==> src/conv5_pkg.sv <==
package conv5_pkg;

    // pixel width in bits
    localparam int pix_w = 8;

    // 255 * 256 fits in 16 bits
    localparam int acc_w = 16;

    // row and column counter width, frames up to 1023 x 1023
    localparam int coord_w = 10;

    // the kernel weights sum to 256
    localparam int norm_shift = 8;

    // steps that push the last centred column through the window and both MAC stages
    localparam int pipe_drain = 3;

    // outer product of 1 4 6 4 1 with itself, raster order of the window taps
    localparam int unsigned kernel [25] = '{
        1,  4,  6,  4, 1,
        4, 16, 24, 16, 4,
        6, 24, 36, 24, 6,
        4, 16, 24, 16, 4,
        1,  4,  6,  4, 1
    };

endpackage

==> src/result_tx.sv <==
`timescale 1ns/1ps

module result_tx (
    input  logic                        clk,
    input  logic                        rst,
    input  logic [conv5_pkg::pix_w-1:0] res_pixel_i,
    input  logic                        res_valid_i,
    input  logic                        res_last_i,
    input  logic                        out_ack_i,
    output logic                        slot_free_o,
    output logic                        out_req_o,
    output logic [conv5_pkg::pix_w-1:0] out_pixel_o,
    output logic                        frame_done_o
);

    logic req_q;
    logic wait_q;
    logic last_q;
    logic done_now;

    // req dropped and ack seen low, the exchange ends this cycle
    assign done_now     = wait_q && !out_ack_i;
    assign slot_free_o  = !res_valid_i && (!(req_q || wait_q) || done_now);
    assign frame_done_o = done_now && last_q;
    assign out_req_o    = req_q;

    always_ff @(posedge clk) begin
        if (rst) begin
            req_q  <= 1'b0;
            wait_q <= 1'b0;
        end else if (res_valid_i) begin
            req_q <= 1'b1;
        end else if (req_q && out_ack_i) begin
            req_q  <= 1'b0;
            wait_q <= 1'b1;
        end else if (done_now) begin
            wait_q <= 1'b0;
        end
    end

    always_ff @(posedge clk) begin
        if (res_valid_i) begin
            out_pixel_o <= res_pixel_i;
            last_q      <= res_last_i;
        end
    end

    a_no_overrun: assert property (@(posedge clk) disable iff (rst)
        res_valid_i |-> !(req_q || wait_q))
        else $error("result arrived while the holding register was full");

endmodule

==> config.mk <==
export PLATFORM = sky130hd
export DESIGN_NAME = result_tx
export DESIGN_NICKNAME = d
export VERILOG_FILES = /design/src/conv5_pkg.sv /design/src/result_tx.sv
export SDC_FILE = /design/constraint.sdc
export NUM_CORES = 1
export LEC_CHECK = 0
export ABC_AREA = 0
export BUFFER_PORTS_ARGS = -buffer_cell sky130_fd_sc_hd__buf_2
export CAP_MARGIN = 20
export CORE_AREA = 3 3 40 42
export DETAILED_ROUTE_END_ITERATION = 16
export DIE_AREA = 0 0 43 45
export PLACE_DENSITY = 0.63
export SLEW_MARGIN = 15
export SYNTH_ARGS = -nofsm -noshare
export SYNTH_HDL_FRONTEND = slang
export SYNTH_SLANG_ARGS = --single-unit
==> constraint.sdc <==
create_clock -name clk -period 0.9 [get_ports clk]
set_input_delay 0.135 -clock clk [delete_from_list [all_inputs] [get_ports clk]]
set_output_delay 0.135 -clock clk [all_outputs]
set_load 0.05 [all_outputs]
==> reports/metrics.yaml <==
yosys-top-cells-area: "edfxtp_1, dfxtp_1, a211oi_2, nand2b_1, a211oi_1"
grt_overflow: 0
wirelength_um: 788
area_growth_syn_to_layout_pct: 83.2
final_nets: 66
htreeDepth: 1
synth.distinct_cells: 10
fmax_mhz: 836
drv_cap: 0
die_w_um: 43
vias_per_cell: 4.19
setup-tns-final_ps: -988
register_area_um2: 318
synth_nets: 34
final_layout_size_suffix_gt1_share_pct: 71.2
clkPwrFrac_pct: 25.2
final_cell_mix: "buf_2, buf_6, edfxtp_1"
first_pass_iters: 2
first_global_vias: 290
cts_root_buf: "clkbuf_4"
path_clk_slew_ps: 60
cp_max_fo: 2
dp_slack_ps: -93.5
worstSetupPathType: "flop to output port"
drtAntennaViolNets: 0
synth_top_area_cell: "edfxtp_1"
netlist_instances: 21
place_inst: 63
grt_pass1_wl_mm: 1.27
design.die.area_um2: 1940
clkLatencyLatePin_ps: 250
avgRoutedWirePerCell_um: 11.8
grt.total_usage_pct: 9.64
syn_area_per_cell_um2: 17.8
end_kind: "output port"
grt_max_degree: 9
violations: "negative setup slack"
cts_inserted_buffers: 3
p_leak_nw: 0.290
p_seq_share_pct: 50.3
p_switching_uw: 333
worst_slack_ps: -297
powerDensity_nw_per_um2: 1780
synth_area_um2: 373
first_iter_violations: 1
cts_sinks: 11
cp_data_required_time_ps: 760
antenna_found_initial: 0
io_buffers: 23
antennaDiodeCount: 0
dr_total_vias: 281
skew_ps: 0.290
cts_hold_buf: 0
initial_core_util_pct: 29.0
multi_input_area_um2: 86.3
core_area_um2: 1280
boundaryPins: 24
final_cell_count_no_fill: 67
irDropWorstVdd_uv: 765
fillers: 108
hp-class: "primary input to flop"
p_int_uw: 880
row_count: 13
post-route-period-util_pct: 133
cp.arrival_ps: 1060
hold_ws_ps: 49.1
cts_tree: "done"
drc: 0
die_h_um: 45
status: "finished with violations"
finalCriticalPeriod_ps: 1200
final_common_cell: "buf_2"
yosys_register_bits: 11
slew_viol_final: 0
comb_power_share_pct: 24.5
swShare_pct: 27.5
startpoint_type: "flop"
gp_congestion: 0.657
ctsLongestPathBuffers: 2
hold_violations: 0
post_cts_buffers: 0
yosys.area.top_type_share_pct: 72.5
synth_warnings: 0
worst_pin_slew_ps: 183
rsz0062_at_grt: "yes"
setup_violations: 11
yosysSeqAreaShare_pct: 83.2
slew_headroom_pct: 87.8
==> sequential cells by signal, summed over array words and instances, names as in the netlist <==
signal / cells
wait_q: 1
out_pixel_o: 8
out_req_o: 1
last_q: 1
==> timing repair <==
item	4_1_cts	5_1_grt
gates resized for setup	22	0
endpoints found under the setup margin	11	11
gates cloned	0	0
pin swaps	0	1
==> cell usage after synthesis (all sizes together) <==
cell,instances
edfxtp,9
inv,2
nand2b,2
a211oi,2
nor2b,1
a21oi,1
nor3b,1
dfxtp,2
nor2,1
==> critical path: stages (launching register included) <==
cell and delay, ps:
dfxtp_4 340, nor2b_4 120, a211oi_4 160, buf_6 190
==> layer usage <==
| layer | wire, µm | global-route usage [%] | up-vias |
|---|---|---|---|
| met3 | 99 | 4.38 | 0 |
| li1 | - | - | 138 |
| met5 | 0 | 0 | - |
| met2 | 344 | 15.9 | 24 |
| met4 | 0 | 5.42 | 0 |
| met1 | 344 | 10.4 | 119 |
==> worst paths after layout <==
kind | from | to | slack, ps | cells after the start
worst max register to register | out_req_o$_SDFFE_PP0P_ | wait_q$_SDFFE_PP0P_ | 80 | 3
worst min register to register | out_req_o$_SDFFE_PP0P_ | out_req_o$_SDFFE_PP0P_ | 630 | 3
worst min-delay path | rst | wait_q$_SDFFE_PP0P_ | 50 | 2
worst max-delay path | out_req_o$_SDFFE_PP0P_ | slot_free_o | -300 | 3
==> cell type report <==
class	count	share of cell area (%)
flip-flops and latches	11	46.5
repair buffers	27	33.2
multi-input cells	8	12.6
clock buffers	4	3.85
well taps	15	2.75
inverters	2	1.10
==> stage by stage <==
step | utilization [%] | cell area (µm²) | power (mW)
2_1_floorplan | - | 412 | 0.772
3_3_place_gp | 45.8 | 588 | 0.868
3_5_place_dp | 45.8 | 588 | 0.869
4_1_cts | 53.2 | 683 | 1.24
5_1_grt | 53.2 | 683 | 1.27
6_report | 53.2 | 683 | 1.21
==> power groups by stage <==
stage / combinational [mW] / clock (mW) / sequential (mW)
finish: 0.297 / 0.306 / 0.610
floorplan: 0.0431 / 0 / 0.729
global placement: 0.255 / 0 / 0.613
detailed placement: 0.255 / 0 / 0.614
global route: 0.310 / 0.347 / 0.615
CTS: 0.299 / 0.330 / 0.611
==> kinds of logic (layout without fill, tap and decap cells) <==
logic type,count (synthesis),in the layout,synth area share (%)
flip-flops,11,11,83.2
AO/OA/AOI/OAI,3,3,6.71
AND/OR/NAND/NOR,5,5,8.05
buffers and inverters,2,33,2.01
(Power assumes the default switching activity.)
