$ cat config.mk
export PLATFORM = sky130hd
export DESIGN_NAME = conv_mac
export DESIGN_NICKNAME = d
export VERILOG_FILES = /design/src/conv5_pkg.sv /design/src/conv_mac.sv
export SDC_FILE = /design/constraint.sdc
export NUM_CORES = 1
export LEC_CHECK = 0
export BUFFER_PORTS_ARGS = -buffer_cell sky130_fd_sc_hd__buf_4
export CAP_MARGIN = 40
export CORE_UTILIZATION = 60
export DETAILED_ROUTE_END_ITERATION = 6
export PLACE_DENSITY = 0.92
export SLEW_MARGIN = 5
export SYNTH_ARGS = -nofsm -noshare
export SYNTH_HDL_FRONTEND = slang
export SYNTH_SLANG_ARGS = --single-unit
export TNS_END_PERCENT = 100
$ cat constraint.sdc
create_clock -name clk -period 12.65 [get_ports clk]
set_input_delay 1.265 -clock clk [delete_from_list [all_inputs] [get_ports clk]]
set_output_delay 1.265 -clock clk [all_outputs]
set_load 0.01 [all_outputs]
$ cat src/conv5_pkg.sv
package conv5_pkg;

    // pixel width in bits
    localparam int pix_w = 8;

    // 255 * 256 fits in 16 bits
    localparam int acc_w = 16;

    // row and column counter width, frames up to 1023 x 1023
    localparam int coord_w = 10;

    // the kernel weights sum to 256
    localparam int norm_shift = 8;

    // steps that push the last centred column through the window and both MAC stages
    localparam int pipe_drain = 3;

    // outer product of 1 4 6 4 1 with itself, raster order of the window taps
    localparam int unsigned kernel [25] = '{
        1,  4,  6,  4, 1,
        4, 16, 24, 16, 4,
        6, 24, 36, 24, 6,
        4, 16, 24, 16, 4,
        1,  4,  6,  4, 1
    };

endpackage

$ cat src/conv_mac.sv
`timescale 1ns/1ps

module conv_mac (
    input  logic                              clk,
    input  logic                              rst,
    input  logic                              step_i,
    input  logic [24:0][conv5_pkg::pix_w-1:0] taps_i,
    input  logic                              win_valid_i,
    input  logic                              win_last_i,
    output logic [conv5_pkg::pix_w-1:0]       res_pixel_o,
    output logic                              res_valid_o,
    output logic                              res_last_o
);

    typedef logic [conv5_pkg::acc_w-1:0] acc_t;

    acc_t row_sum [5];
    acc_t row_q [5];
    acc_t total;
    acc_t scaled;
    logic v1_q;
    logic l1_q;

    always_comb begin
        for (int r = 0; r < 5; r++) begin
            row_sum[r] = '0;
            for (int k = 0; k < 5; k++) begin
                row_sum[r] = row_sum[r] + acc_t'(conv5_pkg::kernel[r*5+k] * taps_i[r*5+k]);
            end
        end
    end

    // weights sum to 256 so the total cannot wrap
    assign total  = row_q[0] + row_q[1] + row_q[2] + row_q[3] + row_q[4];
    assign scaled = total >> conv5_pkg::norm_shift;

    always_ff @(posedge clk) begin
        if (step_i) begin
            row_q       <= row_sum;
            res_pixel_o <= (scaled > acc_t'((1 << conv5_pkg::pix_w) - 1)) ?
                           {conv5_pkg::pix_w{1'b1}} : scaled[conv5_pkg::pix_w-1:0];
        end
    end

    // res_valid_o is a one-cycle pulse per result, the sender loads on it
    always_ff @(posedge clk) begin
        if (rst) begin
            v1_q        <= 1'b0;
            l1_q        <= 1'b0;
            res_valid_o <= 1'b0;
            res_last_o  <= 1'b0;
        end else begin
            res_valid_o <= step_i && v1_q;
            if (step_i) begin
                v1_q       <= win_valid_i;
                l1_q       <= win_last_i;
                res_last_o <= l1_q;
            end
        end
    end

endmodule

==> metrics.md <==
| Metric | Value |
|---|---|
| Synth warnings | 0 |
| Met1 WL | ~9.1 mm |
| Max cap viols | 0 |
| Power per cell area | 308.9 nW/um2 |
| Final TNS setup | 0 ns |
| Max clock buf depth | 2 |
| Hold buffer count at cts | 0 |
| DRT antenna net count | 0 |
| HP Class | register to register |
| Synthesized area per cell | 11.32 um2 |
| Post-route clock skew | approximately 0.009 ns |
| FP Rows | 49 |
| Pins over their slew limit | 0 |
| Starting Density | between 60% and 70% |
| Synthesis-to-layout area growth | 20.35% |
| Number of DRC markers in iteration 0 | roughly 320 |
| Critical Path Sink Type | register |
| PnR Total Power | a little over 0.004 W |
| #FFs+latches synth | between 70 and 80 |
| Post-synth EDFFs | 75 |
| Dominant cell type by area after synthesis | fa_1 |
| DR vias | ~7,900 |
| DR WL/cell | roughly 17 um |
| Worst reg2reg path startpoint | row_q[3] |
| Top layer in use | met4 |
| Seq/Total Area, Yosys | between 20% and 30% |
| Top_reg_cell synth | edfxtp_1 |
| Synth cell types | 34 |
| DRT Wirelength | roughly 25 mm |
| Synth Cell Area | between 10,000 and 15,000 um2 |
| H-tree levels | 3 |
| CTS buffer count | 9 |
| Die Span Y | ~140 um |
| Post-CTS Setup Repair Bufs | 0 |
| Antenna violations before repair | 0 |
| Number of diodes | 0 |
| Maximum VDD drop | between 300 and 400 uV |
| Hold Vio Cnt, Final | 0 |
| Met2 routed WL | 13.46 mm |
| Grt total ovfl | 0 |
| Io pins | around 220 |
| Synthesized Nets | between 1,500 and 2,000 |
| Core Box Area | ~18,000 um2 |
| DR WL met3 | between 1 and 1.5 mm |
| Leak pwr | approximately 6.7 nW |
| Top post-synthesis cells by area | fa_1 30%, ha_1 21%, edfxtp_1 20% |
| Min cycle time layout | 6.044 ns |
| Fmax | between 150 and 200 MHz |
| CTS Sinks | 79 |
| Fin util | 73.78% |
| CP startpoint | taps_i[81] |
| Status | complete, no violations |
| DP Wirelength | about 21 mm |
| First-pass GRT wire length | 40.68 mm |
| Worst slew pin tran | between 0.5 and 0.6 ns |
| RSZ-0062 raised after global routing | no |
| DR vias/cell | between 5 and 6 |
| CP Data Arrival Time | slightly above 6 ns |
| Nets | about 1,800 |
| Vias in the first global route | slightly below 9,000 |
| Largest net degree at the start of global routing | 42 |
| DRC | 0 |
| Gp weighted congestion | between 0.8 and 0.9 |
| Synth Instances | between 900 and 1,000 |
| Worst-Skew Late Latency | roughly 0.35 ns |
| CTS resizes | 0 |
| Number of port buffers | approximately 210 |
| Slew headroom | approximately 62% |
| Worst-path fanout max | 4 |
| Worst Hold Launch | v1_q |
| Synth top area share | roughly 30% |
| Clock slew seen by the registers of the worst setup and hold paths | 0.06 ns |
| Setup violators final | 0 |
| Critical Path RT | 12.79 ns |
| TritonCTS clock tree | yes |
| Initial DRT Pass Iterations | 5 |
| Crit Path Class | input pin to register |
| CTS root buf | clkbuf_16 |
| Period utilization | a little under half |
| Die X | 137.5 um |
| Share of cells above drive strength 1 | 19.29% |
| Worst setup SP type | input pin |
| Die ar. | 18,900 um2 |
| Total GRT Usage | between 20% and 30% |
| Async SR Flop Fraction | 0% |
-- cells in the final DEF, fill, tap and decap left out, types with 3 or more instances in the layout --
| cell | count |
|---|---|
| a21o_1 | 35 |
| a21oi_1 | 71 |
| buf_4 | 214 |
| clkbuf_16 | 9 |
| dfxtp_1 | 4 |
| edfxtp_1 | 75 |
| fa_1 | 164 |
| ha_1 | 189 |
| inv_1 | 194 |
| mux2i_1 | 3 |
| nand2_1 | 17 |
| nand2b_1 | 4 |
| nand3_1 | 7 |
| nor2_1 | 27 |
| nor2b_1 | 9 |
| nor3_1 | 3 |
| o21ai_0 | 21 |
| o21bai_1 | 30 |
| xnor2_1 | 65 |
| xor2_1 | 33 |
-- cell families (layout without fill, tap and decap cells) --
kind of cell,Yosys count,after routing,synth area share (%)
compound gates,170,170,9.647
simple gates,75,75,3.170
mux,3,3,0.2727
xor+xnor,98,98,7.795
flops,79,79,21.18
fa+ha+maj,353,353,51.29
buf+inv,195,425,6.647
-- report_power, final --
group	switching [W]	internal [W]	total [W]	leakage [nW]
clock	0.000109	0.000179	0.000288	0.155
combinational	0.00171	0.00141	0.00312	5.73
sequential	0.0000653	0.000615	0.000681	0.765
total	0.00189	0.00221	0.00409	6.65
-- Yosys cell counts (3+ instances only) --
| master | n |
|---|---|
| inv_1 | 194 |
| ha_1 | 189 |
| fa_1 | 164 |
| edfxtp_1 | 75 |
| a21oi_1 | 71 |
| xnor2_1 | 65 |
| a21o_1 | 35 |
| xor2_1 | 33 |
| o21bai_1 | 30 |
| nor2_1 | 27 |
| o21ai_0 | 21 |
| nand2_1 | 17 |
| nor2b_1 | 9 |
| nand3_1 | 7 |
| dfxtp_1 | 4 |
| nand2b_1 | 4 |
| mux2i_1 | 3 |
| nor3_1 | 3 |
-- critical path, stage by stage --
cell,delay [ns]
buf_4,0.13
ha_1,0.21
fa_1,0.42
a21oi_1,0.16
nor2_1,0.06
nor2_1,0.19
o21bai_1,0.09
a21oi_1,0.26
xor2_1,0.14
fa_1,0.54
inv_1,0.05
fa_1,0.50
fa_1,0.54
inv_1,0.04
ha_1,0.32
a21boi_0,0.28
o21ai_0,0.17
a21oi_1,0.35
nor4_1,0.12
a311oi_1,0.35
-- cell type report --
class,count,area [um2]
Clock buffer,10,239.0
Clock inverter,6,92.59
Fill cell,1112,4711
Inverter,194,728.2
Multi-Input combinational cell,699,7948
Sequential cell,79,2332
Tap cell,229,286.5
Timing Repair Buffer,215,1627
-- flip-flops by register name (all words and copies together) (netlist names) --
signal       cells
res_pixel_o      8
res_valid_o      1
v1_q             1
row_q           67
l1_q             1
res_last_o       1
-- path summary, 6_finish.rpt --
check / endpoint / slack, ns / cells after the start
min: res_valid_o / 0.45 / 2
max reg2reg: res_pixel_o[7] / 8.47 / 11
min reg2reg: res_valid_o / 0.45 / 2
max: row_q[46] / 6.61 / 20
-- metal layers --
layer	GRT usage (%)	up-vias
met5	0	-
met4	15.69	0
met3	4.010	101
met2	53.21	257
met1	30.66	3910
li1	-	3655
-- stage by stage --
stage                     area (um2)  setup WS (ns)  hold WS [ns]  std cells
final                          13250          6.606        0.4531       1432
after global routing           13250          6.294        0.4667       1432
after CTS                      13250          6.657        0.4595       1432
after detailed placement       12920          6.458        0.4492       1416
after global placement         12900          6.753        0.4222       1415
after floorplan                11010          7.116        0.4159        973
Power figures use the tool's default switching activity.
