$ cat config.mk
export PLATFORM = sky130hd
export DESIGN_NAME = line_buffer
export DESIGN_NICKNAME = d
export VERILOG_FILES = /design/src/conv5_pkg.sv /design/src/line_buffer.sv
export SDC_FILE = /design/constraint.sdc
export NUM_CORES = 1
export LEC_CHECK = 0
export ABC_AREA = 1
export ABC_CLOCK_PERIOD_IN_PS = 9100
export BUFFER_PORTS_ARGS = -buffer_cell sky130_fd_sc_hd__buf_2
export CORE_ASPECT_RATIO = 0.5
export CORE_MARGIN = 8
export CORE_UTILIZATION = 26
export DETAILED_ROUTE_END_ITERATION = 7
export GPL_TIMING_DRIVEN = 0
export PLACE_DENSITY = 0.42
export SLEW_MARGIN = 10
export SYNTH_ARGS = -nofsm -noshare
export SYNTH_HDL_FRONTEND = slang
export SYNTH_SLANG_ARGS = --single-unit
$ cat constraint.sdc
create_clock -name clk -period 9.1 [get_ports clk]
set_input_delay 0.91 -clock clk [delete_from_list [all_inputs] [get_ports clk]]
set_output_delay 0.91 -clock clk [all_outputs]
set_load 0.03 [all_outputs]
$ cat src/conv5_pkg.sv
package conv5_pkg;

    // pixel width in bits
    localparam int pix_w = 8;

    // 255 * 256 fits in 16 bits
    localparam int acc_w = 16;

    // row and column counter width, frames up to 1023 x 1023
    localparam int coord_w = 10;

    // the kernel weights sum to 256
    localparam int norm_shift = 8;

    // steps that push the last centred column through the window and both MAC stages
    localparam int pipe_drain = 3;

    // outer product of 1 4 6 4 1 with itself, raster order of the window taps
    localparam int unsigned kernel [25] = '{
        1,  4,  6,  4, 1,
        4, 16, 24, 16, 4,
        6, 24, 36, 24, 6,
        4, 16, 24, 16, 4,
        1,  4,  6,  4, 1
    };

endpackage

$ cat src/line_buffer.sv
`timescale 1ns/1ps

module line_buffer #(
    parameter int COLS = 6
) (
    input  logic                             clk,
    input  logic                             rst,
    input  logic                             step_i,
    input  logic [conv5_pkg::pix_w-1:0]      pixel_i,
    output logic [4:0][conv5_pkg::pix_w-1:0] col_pixels_o,
    output logic                             col_valid_o
);

    localparam int ptr_w = $clog2(COLS);

    // row_mem[i] holds the stream delayed by i+1 rows
    logic [conv5_pkg::pix_w-1:0] row_mem [4][COLS];
    logic [ptr_w-1:0]            ptr_q;

    always_ff @(posedge clk) begin
        if (rst) begin
            ptr_q       <= '0;
            col_valid_o <= 1'b0;
        end else if (step_i) begin
            ptr_q       <= (ptr_q == ptr_w'(COLS - 1)) ? '0 : ptr_q + 1'b1;
            col_valid_o <= 1'b1;
        end
    end

    always_ff @(posedge clk) begin
        if (step_i) begin
            row_mem[0][ptr_q] <= pixel_i;
            for (int i = 1; i < 4; i++) begin
                row_mem[i][ptr_q] <= row_mem[i-1][ptr_q];
            end
            // slot 0 is the oldest row, slot 4 the incoming pixel
            for (int i = 0; i < 4; i++) begin
                col_pixels_o[i] <= row_mem[3-i][ptr_q];
            end
            col_pixels_o[4] <= pixel_i;
        end
    end

endmodule

==> impl.org <==
** Cells and area
- Multi-input gate area in the final layout :: 1823 um^2
- The repair_antennas step left the layout with diodes totalling 0.
- Layout fillers :: 3450
- Area growth, synth to finish :: 20.50%
- In the final layout, the share of cells above drive strength 1 is 0.1546.
- Post-layout net count :: 847
- Final cell utilization of the core :: 0.3169
- Registers take 7047 um^2.
- Filler-free cell count of the finished design :: 1329

** Yosys
- Cell variety after synth :: 16
- Averaged over all synthesized cells, the footprint is 12.16 um^2.
- Synthesized netlist net count :: 754
- Summing every instance area after synthesis gives 9035 um^2.
- Of the synthesized area, sequential elements account for 0.7799.
- Flip-flop and latch count after synthesis :: 236
- Yosys warning count :: 0
- Gate count of the mapped netlist :: 743

** Timing
- Maximum achievable frequency :: 373.0 MHz
- Setup repair after global routing left no endpoint under its margin.
- Number of pins with negative max-slew slack in the final report :: 0
- Layout Skew :: 12.04 ps
- Setup violations remaining at the end of the flow were counted as 0.
- Subtracting the final worst setup slack from the clock period gives 2681 ps.
- Number of hold-slack violations in the final timing report :: 0
- For the final routed database, the setup TNS stands at 0 ps.
- Period utilization :: 0.2946
- Tightest Pin Transition :: 794.8 ps
- Final critical-path setup slack :: 6419 ps
- Worst slew margin relative to its limit :: 0.4672

** Clock tree
- The tree is rooted in a sky130_fd_sc_hd__clkbuf_16.
- In this run the deepest clock path goes through 3 buffers.
- Counting the buffers created by CTS gives 25.
- In this run the number of H-tree levels came out at 1.
- TritonCTS clock tree :: yes
- Clock net sink count :: 236
- At the later pin of the worst-skew pair, clock insertion delay measures 510 ps.
- Count of instances resized after the clock tree is built :: 0
- For this design, the CTS-stage hold fixing added 0 buffers.
- Clock-pin slew was measured on the worst setup and hold paths at 60 ps.
- Buffer count from post-CTS setup fixing :: 0

** Outcome
- Result of the run :: finished, final reports clean

** Setup path
- Cell type with the highest occurrence count on the critical path :: sky130_fd_sc_hd__buf_4
- Worst endpoint data arrival time :: 2880 ps
- Crit-path max cell delay :: 630 ps
- Crit path max-delay cell type :: sky130_fd_sc_hd__nor3_2
- Nature of the critical path startpoint :: register
- Type of the setup path with the least slack :: reg -> reg
- Traced cell by cell, the critical path runs through buf_4 -> inv_2 -> nand2_1 -> buf_2 -> nor3_2 -> buf_4 -> buf_4.
- The number of buffers and inverters on the critical path is 5.
- Crit path max fanout :: 10
- The cell family contributing the most delay on the critical path is buffers and inverters.
- Required @ worst endpoint :: 9300 ps
- Across all register-to-register paths, the minimum setup slack is 6420 ps.
- Endpoint type of the worst setup path :: register

** Placement
- Post-detail-place hpwl :: 14480 um
- In this run the tool buffered the top-level ports with 51 buffer cells.
- Routability-driven placement finished with a final weighted congestion of 0.7266.
- Post-Place Worst Slack :: 5410 ps
- The number of placed instances, taps included, is 1284.

** Detailed routing
- Summing over every cut layer, the via total after detailed routing is 5457.
- # DRC :: 0
- In this run the remaining antenna-violating nets after routing total 0.
- After detailed routing, the total wire length is 22510 um.
- Dividing the detail-routed wire length by the instance count gives 16.94 um.
- In this run, the number of DRC markers left after iteration 0 of detailed routing was 407.
- Dividing the detail-routed via count by the number of cells gives 4.106.
- Iteration count of the initial detailed-routing pass :: 4

** Floorplanning
- Initial standard-cell utilization of the core :: 0.2630
- Die ar. :: 41330 um^2
- Ports :: 52
- After floorplanning, the core was divided into 48 placement rows.
- Die span in x :: 279.6 um
- The region available for standard cell placement spans 34350 um^2.
- Height of the die :: 147.8 um

** Power and ir drop
- In this run the static leakage power is 4.298 nW.
- Power density of the placed cells :: 230.8 nW/um^2
- The worst-case IR drop observed on VDD is 0.0001322 V.

** Global route
- Maximum number of pins on one net before global-route repair :: 45
- Via count of the first global-routing pass :: 5397
- The initial antenna violation count came to 0.
- For this run, the total global-route usage over all layers was measured as 0.1079.
- The first global-routing pass estimated 34290 um of wire.
- GRT overflow :: 0

** Run
- The tool flagged a number of max-cap violations equal to 0.

** Min path
- The worst hold path belongs to the class reg -> reg.
## state kept, by name (all words and copies together), names as in the netlist
name and flops:
col_pixels_o 40, col_valid_o 1, ptr_q 3, row_mem 192
## final cells by class
type | instances | area share
clock buffer | 33 | 0.06206
timing repair buffer | 66 | 0.04091
multi-input combinational | 466 | 0.1675
tap | 475 | 0.05459
inverter | 7 | 0.002414
sequential | 236 | 0.6473
clock inverter | 12 | 0.01046
buffer | 34 | 0.01483
## cell usage after synthesis
cell type | count | area [um^2]
sky130_fd_sc_hd__o21ai_0 | 27 | 135.1
sky130_fd_sc_hd__buf_4 | 3 | 22.52
sky130_fd_sc_hd__inv_1 | 5 | 18.77
sky130_fd_sc_hd__buf_2 | 18 | 90.09
sky130_fd_sc_hd__clkbuf_1 | 10 | 37.54
sky130_fd_sc_hd__nor3b_1 | 1 | 7.510
sky130_fd_sc_hd__dfxtp_1 | 4 | 80.08
sky130_fd_sc_hd__edfxtp_1 | 232 | 6967
sky130_fd_sc_hd__nor2_1 | 70 | 262.8
sky130_fd_sc_hd__a21oi_1 | 2 | 10.01
sky130_fd_sc_hd__o21ai_1 | 5 | 25.02
sky130_fd_sc_hd__buf_1 | 3 | 11.26
sky130_fd_sc_hd__nand3_1 | 1 | 5.000
sky130_fd_sc_hd__inv_2 | 2 | 7.510
sky130_fd_sc_hd__nor3_1 | 3 | 15.01
sky130_fd_sc_hd__nand2_1 | 357 | 1340
## through the flow
| step | hold WS [ps] | instance area, um^2 | power [mW] |
|---|---|---|---|
| global placement | 442.6 | 9884 | 1.551 |
| detailed placement | 475.5 | 10090 | 1.559 |
| finish | 484.4 | 10890 | 2.512 |
| floorplan | 464.9 | 9035 | 1.453 |
| CTS | 486.0 | 10880 | 2.545 |
| global route | 505.9 | 10890 | 2.617 |
## report_power, final
group | leakage, nW | internal [mW] | switching (mW)
sequential | 2.19 | 1.27 | 0.0105
combinational | 1.72 | 0.0560 | 0.188
clock | 0.389 | 0.578 | 0.407
## layer usage
| metal | up-vias | track usage | wire [um] |
|---|---|---|---|
| met2 | 85 | 0.1822 | 10690 |
| met3 | 23 | 0.01479 | 720 |
| met5 | - | 0 | 0 |
| met1 | 2667 | 0.1477 | 10730 |
| li1 | 2682 | - | - |
| met4 | 0 | 0.02170 | 370 |
## cells in the final DEF, fill, tap and decap left out
cell and instances:
sky130_fd_sc_hd__buf_1 3, sky130_fd_sc_hd__buf_12 2, sky130_fd_sc_hd__buf_2 68, sky130_fd_sc_hd__nor3b_1 1, sky130_fd_sc_hd__o21ai_1 5, sky130_fd_sc_hd__clkinv_2 6
sky130_fd_sc_hd__clkinv_1 2, sky130_fd_sc_hd__nor2_4 1, sky130_fd_sc_hd__clkbuf_1 16, sky130_fd_sc_hd__edfxtp_1 232, sky130_fd_sc_hd__buf_16 1, sky130_fd_sc_hd__buf_6 8
sky130_fd_sc_hd__dfxtp_1 4, sky130_fd_sc_hd__inv_2 4, sky130_fd_sc_hd__o21ai_0 27, sky130_fd_sc_hd__nand2_1 357, sky130_fd_sc_hd__nor3_2 3, sky130_fd_sc_hd__buf_4 8
sky130_fd_sc_hd__bufinv_16 2, sky130_fd_sc_hd__nor2_1 69, sky130_fd_sc_hd__clkinvlp_4 1, sky130_fd_sc_hd__inv_1 3, sky130_fd_sc_hd__nand3_1 1, sky130_fd_sc_hd__clkinv_4 1
sky130_fd_sc_hd__clkbuf_8 2, sky130_fd_sc_hd__clkbuf_16 25, sky130_fd_sc_hd__a21oi_1 2
## path summary, 6_finish.rpt
check,startpoint,to,cells after the start
worst max-delay path,ptr_q[1]$_SDFFE_PP0P_,row_mem[3][10]$_DFFE_PP_,7
worst min-delay path,col_valid_o$_SDFFE_PP0P_,col_valid_o$_SDFFE_PP0P_,2
worst max register to register,ptr_q[1]$_SDFFE_PP0P_,row_mem[3][10]$_DFFE_PP_,7
worst min register to register,col_valid_o$_SDFFE_PP0P_,col_valid_o$_SDFFE_PP0P_,2
## tightest hold or removal path, delay by kind of cell (launching register included)
kind | cells | cell delay [ps]
flops | 1 | 310
simple gates | 2 | 120
## kinds of logic after synthesis
group           Yosys count  synth area share
simple gates            432            0.1804
flops                   236            0.7799
compound gates           34           0.01883
buf+inv                  41           0.02077
Power figures use the tool's default switching activity.
