===== src/conv5_pkg.sv =====
package conv5_pkg;

    // pixel width in bits
    localparam int pix_w = 8;

    // 255 * 256 fits in 16 bits
    localparam int acc_w = 16;

    // row and column counter width, frames up to 1023 x 1023
    localparam int coord_w = 10;

    // the kernel weights sum to 256
    localparam int norm_shift = 8;

    // steps that push the last centred column through the window and both MAC stages
    localparam int pipe_drain = 3;

    // outer product of 1 4 6 4 1 with itself, raster order of the window taps
    localparam int unsigned kernel [25] = '{
        1,  4,  6,  4, 1,
        4, 16, 24, 16, 4,
        6, 24, 36, 24, 6,
        4, 16, 24, 16, 4,
        1,  4,  6,  4, 1
    };

endpackage


===== src/pixel_rx.sv =====
`timescale 1ns/1ps

module pixel_rx #(
    parameter int ROWS = 6,
    parameter int COLS = 6
) (
    input  logic                        clk,
    input  logic                        rst,
    input  logic                        in_req_i,
    input  logic [conv5_pkg::pix_w-1:0] in_pixel_i,
    input  logic                        slot_free_i,
    output logic                        in_ack_o,
    output logic                        step_o,
    output logic [conv5_pkg::pix_w-1:0] beat_pixel_o
);

    localparam int frame_beats = ROWS * COLS;
    // window centre offset, then the stages behind the window
    localparam int flush_beats = 2 * COLS + 2 + conv5_pkg::pipe_drain;
    localparam int cnt_max = (frame_beats > flush_beats) ? frame_beats : flush_beats;
    localparam int cnt_w = $clog2(cnt_max + 1);

    logic             ack_q;
    logic             flushing_q;
    logic [cnt_w-1:0] beat_cnt_q;
    logic             take_pixel;
    logic             last_beat;

    // a pixel is taken only in a cycle where the whole pipeline steps with it
    assign take_pixel   = in_req_i && !ack_q && !flushing_q && slot_free_i;
    assign step_o       = take_pixel || (flushing_q && slot_free_i);
    assign beat_pixel_o = flushing_q ? '0 : in_pixel_i;
    assign in_ack_o     = ack_q;
    assign last_beat    = flushing_q ? (beat_cnt_q == cnt_w'(flush_beats - 1))
                                     : (beat_cnt_q == cnt_w'(frame_beats - 1));

    always_ff @(posedge clk) begin
        if (rst) begin
            ack_q <= 1'b0;
        end else if (take_pixel) begin
            ack_q <= 1'b1;
        end else if (ack_q && !in_req_i) begin
            ack_q <= 1'b0;
        end
    end

    // frame beats, then flush beats, then back to taking pixels
    always_ff @(posedge clk) begin
        if (rst) begin
            flushing_q <= 1'b0;
            beat_cnt_q <= '0;
        end else if (step_o) begin
            if (last_beat) begin
                flushing_q <= !flushing_q;
                beat_cnt_q <= '0;
            end else begin
                beat_cnt_q <= beat_cnt_q + 1'b1;
            end
        end
    end

    a_req_held: assert property (@(posedge clk) disable iff (rst)
        in_req_i && !in_ack_o |=> in_req_i)
        else $error("in_req_i fell before in_ack_o was raised");

endmodule


===== config.mk =====
export PLATFORM = sky130hd
export DESIGN_NAME = pixel_rx
export DESIGN_NICKNAME = d
export VERILOG_FILES = /design/src/conv5_pkg.sv /design/src/pixel_rx.sv
export SDC_FILE = /design/constraint.sdc
export NUM_CORES = 1
export LEC_CHECK = 0
export ABC_AREA = 1
export BUFFER_PORTS_ARGS = -buffer_cell sky130_fd_sc_hd__buf_2
export CAP_MARGIN = 20
export CELL_PAD_IN_SITES_DETAIL_PLACEMENT = 0
export CELL_PAD_IN_SITES_GLOBAL_PLACEMENT = 2
export CORE_UTILIZATION = 22
export CTS_BUF_LIST = sky130_fd_sc_hd__clkbuf_4 sky130_fd_sc_hd__clkbuf_8
export DETAILED_ROUTE_END_ITERATION = 6
export PLACE_DENSITY_LB_ADDON = 0.15
export SLEW_MARGIN = 20
export SYNTH_ARGS = -nofsm -noshare
export SYNTH_HDL_FRONTEND = slang
export SYNTH_SLANG_ARGS = --single-unit

===== constraint.sdc =====
create_clock -name clk -period 1.18 [get_ports clk]
set_input_delay 0.059 -clock clk [delete_from_list [all_inputs] [get_ports clk]]
set_output_delay 0.059 -clock clk [all_outputs]
set_load 0.01 [all_outputs]

==> impl_metrics.ini, run 1 <==
[clocking]
cts_max_path_buffers = 2
cts_buffers = 3
cts_root_buf = clkbuf_4
clk_pin_slew_worst_paths_ns = 0.05
cts_setup_buffers = 0
clk_latency_ns = 0.25
cts_tree = yes
clock_sinks = 8
cts_max_level = 1

[synth]
synth.cell_area_um2 = 490
seq_area_frac_synth_pct = 32.7
async_reset_ff_share_pct = 0
yosysWarnings = 0
syn_inst = 82
synth_flop_cell = dfxtp_1
yosysUniqueCellTypes = 17
synth_seq_cells = 8
synth_edf_count = 0
synth.avg_cell_area_um2 = 5.98
synth_fp_nets = 95

[global_routing]
grt_pass1_wl_um = 2090
grt_start_max_net_pins = 11
grt_overflow = 0
grt_use_total_pct = 11.6
grt_use_met1_pct = 14.1
met2_usage_pct = 17.8
grt_pass1_vias = 491
grt_antenna_before_repair = 0
grt_util_met3_pct = 4.05
busiest_layer = met2

[worst_hold_path]
hold_depth = 3
min_from = in_req_i
hold_path_end = in_ack_o
hp-class = input pin to flop

[die]
core_area_um2 = 2020
floorplan.rows = 16
die_h_um = 49.2
initial_core_util_pct = 24.3
io_pins = 22
floorplan.die_area_um2 = 2420
die_w_um = 49.2

[setup_path]
worstSetupEndpointType = flop
worst-setup-path-type = flop to flop
startpoint_type = flop
critPathRequiredTime_ns = 1.33
r2r-start = beat_cnt_q[2]
worst-r2r-setup-slack_ns = 0.08
worstReg2RegEnd = beat_cnt_q[5]
arrival_ns = 1.25
worstRegToRegCells = 6
crit_path_max_fanout = 5

[pwr]
vdd_drop_max_mv = 0.341
leakage_uw = 0.000361
power_uw = 594
power_density_nw_per_um2 = 851

[routing]
ant_nets = 0
post_drt_wl_per_cell_um = 8.82
wl_um = 1180
first_pass_iters = 4
drt_iter0_markers = 11
drc = 0
vias = 541
drt-vias-per-instance = 4.04

[cells_and_area]
drive_above_1_share_pct = 33.6
fin_nets = 122
stdcell_count = 134
multi_input_area_um2 = 294
area_growth_pct = 42.3
regArea_um2 = 165
num_antenna_cells = 0
fill_cells = 235

[place]
portBuffers = 21
dp.cells = 130
dp_hpwl_um = 948
gp_congestion = 0.774

[sta]
hold_violations = 0
fin_crit_ns = 1.10
setup-violations-final = 0
drv_slew = 0
fmaxAchievable_mhz = 910
worst_pin_slew_ns = 0.180
rsz0062_at_grt = yes
finalClockSkew_ns = 0.00176
fin_crit_sh_pct = 93.2
worst_hold_slack_ns = 0.0607
relSlewSlack_pct = 88.0

[job]
max_cap_viol_count = 0

[run_status]
status = finished, final reports clean
flip-flops by register name (all words and copies together), names as in the netlist:
| signal | count |
|---|---|
| in_ack_o | 1 |
| beat_cnt_q | 6 |
| flushing_q | 1 |
logic make-up (layout without fill, tap and decap cells):
family          count (synthesis)  count (layout)  synth area share (%)
xor+xnor                        2               2                  3.57
simple gates                   49              49                  41.8
compound gates                  5               5                  6.38
fa+ha+maj                       1               1                  2.55
flops                           8               8                  32.7
buf+inv                        17              42                  13.0
critical path, cell delays in order, from the launching register on:
cell      delay, ns
dfxtp_2        0.38
nand3_1        0.07
nand3b_1       0.23
nor2_1         0.15
nand2_1        0.05
nand2_1        0.07
nor2_1         0.04
power by group:
group	switching (uW)	internal (uW)	total, uW
clock	89.8	116	206
sequential	7.28	278	286
combinational	55.2	47.7	103
how the worst max path moves through the flow:
stage                  start       endpoint  slack (ns)  cells past startpoint
2_1_floorplan       in_ack_o  beat_cnt_q[2]        0.13                      6
3_3_place_gp   beat_cnt_q[2]  beat_cnt_q[5]        0.03                      6
3_5_place_dp   beat_cnt_q[2]  beat_cnt_q[5]        0.04                      6
4_1_cts             in_ack_o         step_o       0.009                      4
5_1_grt           flushing_q     flushing_q      -0.006                      8
6_report       beat_cnt_q[2]  beat_cnt_q[5]        0.08                      6
cells in the mapped netlist (all sizes together) (2+ instances only):
cell type	number	area [um2]
a21oi	3	18.8
dfxtp	8	160
inv	16	60.1
nand2	17	63.8
nand3	4	20.0
nand4	3	18.8
nor2	22	82.6
or2	2	12.5
xor2	2	17.5
metal layers:
metal  part of all wire (%)  wire, um  vias up
li1                       -         -      299
met4                   0.76         9        0
met3                    3.9        46        2
met1                     52       610      233
met2                     44       516        7
met5                      0         0        -
layout by cell type, fill, tap and decap left out:
cell type	n
a21oi_1	2
a21oi_4	1
buf_2	21
buf_4	1
clkbuf_4	3
dfxtp_1	4
dfxtp_2	4
dlygate4sd3_1	1
ha_1	1
inv_1	14
inv_2	2
nand2_1	14
nand2_2	1
nand2_4	2
nand3_1	4
nand3b_1	1
nand4_1	3
nor2_1	21
nor2_2	1
o21ai_0	1
o21bai_1	1
or2_0	1
or2_1	1
xor2_1	2
metrics by stage:
step	setup slack [ns]	util, %	area [um2]	TNS [ns]
floorplan	0.128	-	490	0
global placement	0.0273	31.3	633	0
detailed placement	0.0428	31.3	633	0
CTS	0.00949	32.9	666	0
global route	-0.00646	34.5	698	-0.00710
finish	0.0806	34.5	698	0
layout make-up:
| cell class | count | area share [%] |
|---|---|---|
| multi-input cells | 57 | 42.1 |
| inverters | 16 | 8.60 |
| clock buffers | 3 | 3.23 |
| repair buffers | 23 | 17.6 |
| flip-flops and latches | 8 | 23.7 |
| well taps | 27 | 4.84 |
what timing repair did:
item	in CTS	in global routing
setup endpoints to repair	0	7
hold endpoints to repair	1	0
hold buffers	1	0
resized for setup	0	12
Power figures use the tool's default switching activity.
==> inputs of run 2 (changes only) <==
- CORE_UTILIZATION: 22 -> 24
- clock period: 1.18 -> 1.27 ns (I/O delays scaled with it)
==> run 2 against run 1 <==
  * Cell area fell by 4.3%
  * Largest power group unchanged
  * Combinational power fell by 15%
  * Utilization rose by 2.2 points
  * Hold slack got worse by 0.022 ns
  * Global-route usage barely moved
  * Via count did not move
  * Die area fell by 8.0%
  * Final cell count fell by 1.5%
==> impl_metrics.ini, run 2 (synthesis results as in run 1) <==
[clocking]
cts_max_level = 1
cts_max_path_buffers = 2
clk_pin_slew_worst_paths_ns = 0.06
clk_latency_ns = 0.26
cts_buffers = 3
clock_sinks = 8
cts_tree = yes
cts_root_buf = clkbuf_4

[cells_and_area]
fin_area_um2 = 668
area_growth_pct = 36.2
top_register = beat_cnt_q
final_util_pct = 36.7
fin_nets = 122
stdcell_count = 132
num_antenna_cells = 0
regArea_um2 = 163
fill_cells = 214
final_common_cell = nor2_1
drive_above_1_share_pct = 28.0
largest_register_ffs = 6
final_cell_mix = nor2_1 (22), buf_2 (21), nand2_1 (16)
multi_input_area_um2 = 269

[sta]
worst_pin_slew_ns = 0.219
rsz0062_at_grt = no
fin_crit_sh_pct = 92.9
relSlewSlack_pct = 85.4
drv_slew = 0
hold_violations = 0
fin_crit_ns = 1.18
finalSetupTns_ns = 0
fmaxAchievable_mhz = 848
setup_ws_ns = 0.0903
finalClockSkew_ns = 0.00895
setup-violations-final = 0

[routing]
vias = 541
drt-vias-per-instance = 4.10
first_pass_iters = 4
post_drt_wl_per_cell_um = 8.52
drt_iter0_markers = 17
drc = 0
ant_nets = 0
wl_um = 1120

[place]
dp_hpwl_um = 874
portBuffers = 21
place_area_um2 = 631
place_ws_ns = 0.161
dp.cells = 128
gp_congestion = 0.727

[setup_path]
r2r-start = beat_cnt_q[1]
arrival_ns = 1.12
startpoint_type = flop
cp-endpoint = step_o
worst-setup-path-type = flop to output pin
worstRegToRegCells = 6
worst-r2r-setup-slack_ns = 0.18
startpoint = in_ack_o
critPathRequiredTime_ns = 1.21
worstSetupEndpointType = output pin
worstReg2RegEnd = beat_cnt_q[5]
crit_path_max_fanout = 4

[worst_hold_path]
hp-class = input pin to flop

[die]
die_w_um = 47.2
initial_core_util_pct = 26.9
floorplan.die_area_um2 = 2230
floorplan.rows = 15
die_h_um = 47.2
core_area_um2 = 1820
io_pins = 22

[job]
max_cap_viol_count = 0

[global_routing]
grt_antenna_before_repair = 0
grt_use_total_pct = 11.6
grt_start_max_net_pins = 11
grt_pass1_vias = 395
grt_pass1_wl_um = 1750
grt_overflow = 0

[pwr]
vdd_drop_max_mv = 0.611
leakage_uw = 0.000357
power_density_nw_per_um2 = 824

[run_status]
status = finished, final reports clean
run 2: cell counts in the layout (fill, tap and decap cells not counted):
No cell type changed its count.
run 2: area by class of cell:
type / count / share of cell area (%)
repair buffers: 23 / 18.4
well taps: 25 / 4.68
clock buffers: 3 / 3.37
multi-input cells: 57 / 40.3
flip-flops and latches: 8 / 24.3
inverters: 16 / 8.99
run 2: power by group:
| group | internal, uW | switching (uW) |
|---|---|---|
| Combinational | 41.0 | 46.8 |
| Sequential | 258 | 6.40 |
| Clock | 108 | 90.4 |
run 2: critical path: stages, from the launching register on:
cell and delay, ns:
dfxtp_1 0.30, inv_1 0.06, nand2_1 0.09, a21oi_2 0.23, buf_2 0.17
run 2: stage by stage:
stage | power [uW] | hold slack [ns]
2_1_floorplan | 313 | 0.136
3_3_place_gp | 355 | 0.242
3_5_place_dp | 355 | 0.245
4_1_cts | 562 | 0.0339
5_1_grt | 592 | 0.0399
6_report | 551 | 0.0386
run 2: how the worst min path moves through the flow:
stage                   from            end  slack (ns)  depth (start not counted)
global route        in_req_i       in_ack_o        0.04                          3
global placement         rst  beat_cnt_q[3]        0.24                          2
detailed placement       rst  beat_cnt_q[3]        0.24                          2
floorplan                rst  beat_cnt_q[3]        0.14                          1
CTS                 in_req_i       in_ack_o        0.03                          3
finish              in_req_i       in_ack_o        0.04                          3
run 2: routing by layer:
layer	global-route usage, %	share of wire [%]
met1	15.6	52
met2	16.1	40
met3	5.77	6.9
met4	3.43	0.80
met5	0	0
run 2: what timing repair did:
action,CTS,global route
buffers inserted,0,0
setup endpoints to repair,0,1
hold buffers,1,0
endpoints found under the hold margin,1,0
resized for setup,0,3
==> inputs of run 3 (changes only) <==
- PLACE_DENSITY: not set -> 0.87
- PLACE_DENSITY_LB_ADDON: 0.15 -> not set
==> run 3 against run 2 <==
  * Clock skew shrank 0.0038 ns
  * First-iteration DRC count fell by 76%
  * Sequential power barely moved
  * Routed wire length grew 5.7%
  * Clock-buffer cell count unchanged
  * Final cell count is the same
  * Die area is the same
  * Critical path depth unchanged
  * Combinational power barely moved
  * Cell area decreased by 0.75%
  * Critical endpoint unchanged
  * Highest routed layer is now met3
==> impl_metrics.ini, run 3 (synthesis results as in run 1) <==
[sta]
fin_crit_ns = 1.16
relSlewSlack_pct = 85.5
hold_violations = 0
rsz0062_at_grt = no
fin_crit_sh_pct = 91.7
setup-violations-final = 0
finalSetupTns_ns = 0
fmaxAchievable_mhz = 859
drv_slew = 0
finalClockSkew_ns = 0.00518
worst_pin_slew_ns = 0.217

[setup_path]
worst-r2r-setup-slack_ns = 0.14
arrival_ns = 1.10
crit_path_max_fanout = 4
r2r-start = beat_cnt_q[0]
worstRegToRegCells = 4
worstReg2RegEnd = beat_cnt_q[1]
critPathRequiredTime_ns = 1.21
startpoint_type = flop
worstSetupEndpointType = output pin
startpoint = in_ack_o
cp-endpoint = step_o
worst-setup-path-type = flop to output pin

[cells_and_area]
regArea_um2 = 160
area_growth_pct = 35.2
fin_area_um2 = 663
final_cell_mix = nor2_1 (22), buf_2 (21), nand2_1 (17)
top_register = beat_cnt_q
fill_cells = 223
num_antenna_cells = 0
multi_input_area_um2 = 267
fin_nets = 122
final_common_cell = nor2_1
drive_above_1_share_pct = 25.2
largest_register_ffs = 6

[die]
die_w_um = 47.2
floorplan.die_area_um2 = 2230
die_h_um = 47.2
core_area_um2 = 1820
io_pins = 22
floorplan.rows = 15
initial_core_util_pct = 26.9

[global_routing]
met2_usage_pct = 16.9
grt_util_met3_pct = 5.77
grt_overflow = 0
grt_use_total_pct = 12.3
grt_pass1_wl_um = 1800
busiest_layer = met2
grt_use_met1_pct = 16.9
grt_antenna_before_repair = 0
grt_start_max_net_pins = 11
grt_pass1_vias = 404

[clocking]
cts_max_path_buffers = 2
cts_max_level = 1
clk_pin_slew_worst_paths_ns = 0.06
cts_buffers = 3
cts_setup_buffers = 0
cts_tree = yes
cts_resized = 0
cts_hold_buf = 1
clock_sinks = 8
clk_latency_ns = 0.25
cts_root_buf = clkbuf_4

[routing]
vias = 532
ant_nets = 0
drc = 0
first_pass_iters = 2
post_drt_wl_per_cell_um = 9.00
drt_iter0_markers = 4
wl_um = 1190
drt-vias-per-instance = 4.03

[pwr]
leakage_uw = 0.000356
vdd_drop_max_mv = 0.541
power_density_nw_per_um2 = 828

[place]
gp_congestion = 0.760
dp_hpwl_um = 955
place_area_um2 = 631
portBuffers = 21

[job]
max_cap_viol_count = 0

[worst_hold_path]
hp-class = input pin to flop

[run_status]
status = finished, final reports clean
==> run 3: stage by stage <==
| step | hold WS [ns] | instances | total power [uW] | util [%] | worst slack (ns) |
|---|---|---|---|---|---|
| global route | 0.0442 | 132 | 589 | 36.4 | 0.0224 |
| finish | 0.0507 | 132 | 549 | 36.4 | 0.106 |
| CTS | 0.0436 | 132 | 559 | 36.4 | 0.0939 |
| floorplan | 0.136 | 82 | 313 | - | 0.218 |
| global placement | 0.235 | 128 | 354 | 34.6 | 0.151 |
| detailed placement | 0.247 | 128 | 356 | 34.6 | 0.140 |
==> run 3: where the power goes <==
group | internal (uW) | leakage [uW] | total, uW | switching, uW
Clock | 108 | 0.0000138 | 197 | 88.8
Sequential | 257 | 0.0000649 | 264 | 6.93
Combinational | 40.5 | 0.000277 | 87.5 | 47.0
==> run 3: cell type report <==
type / count / share of cell area [%]
multi-input cells: 57 / 40.2
flip-flops and latches: 8 / 24.2
repair buffers: 23 / 18.5
inverters: 16 / 9.06
well taps: 25 / 4.72
clock buffers: 3 / 3.40
==> run 3: metal layers <==
layer,wire [um],part of all wire (%)
met4,0,0
met2,539,45
met1,598,50
met5,0,0
met3,51,4.3
==> run 3: critical path: stages, from the launching register on <==
cell     delay (ns)
dfxtp_1        0.31
inv_1          0.06
nand2_1        0.08
a21oi_2        0.23
buf_2          0.17
==> run 3: how the worst min path moves through the flow <==
stage / to / startpoint / depth (start not counted)
6_report: in_ack_o / in_req_i / 3
3_3_place_gp: beat_cnt_q[3] / rst / 2
4_1_cts: in_ack_o / in_req_i / 3
3_5_place_dp: beat_cnt_q[3] / rst / 2
5_1_grt: in_ack_o / in_req_i / 3
2_1_floorplan: beat_cnt_q[3] / rst / 1
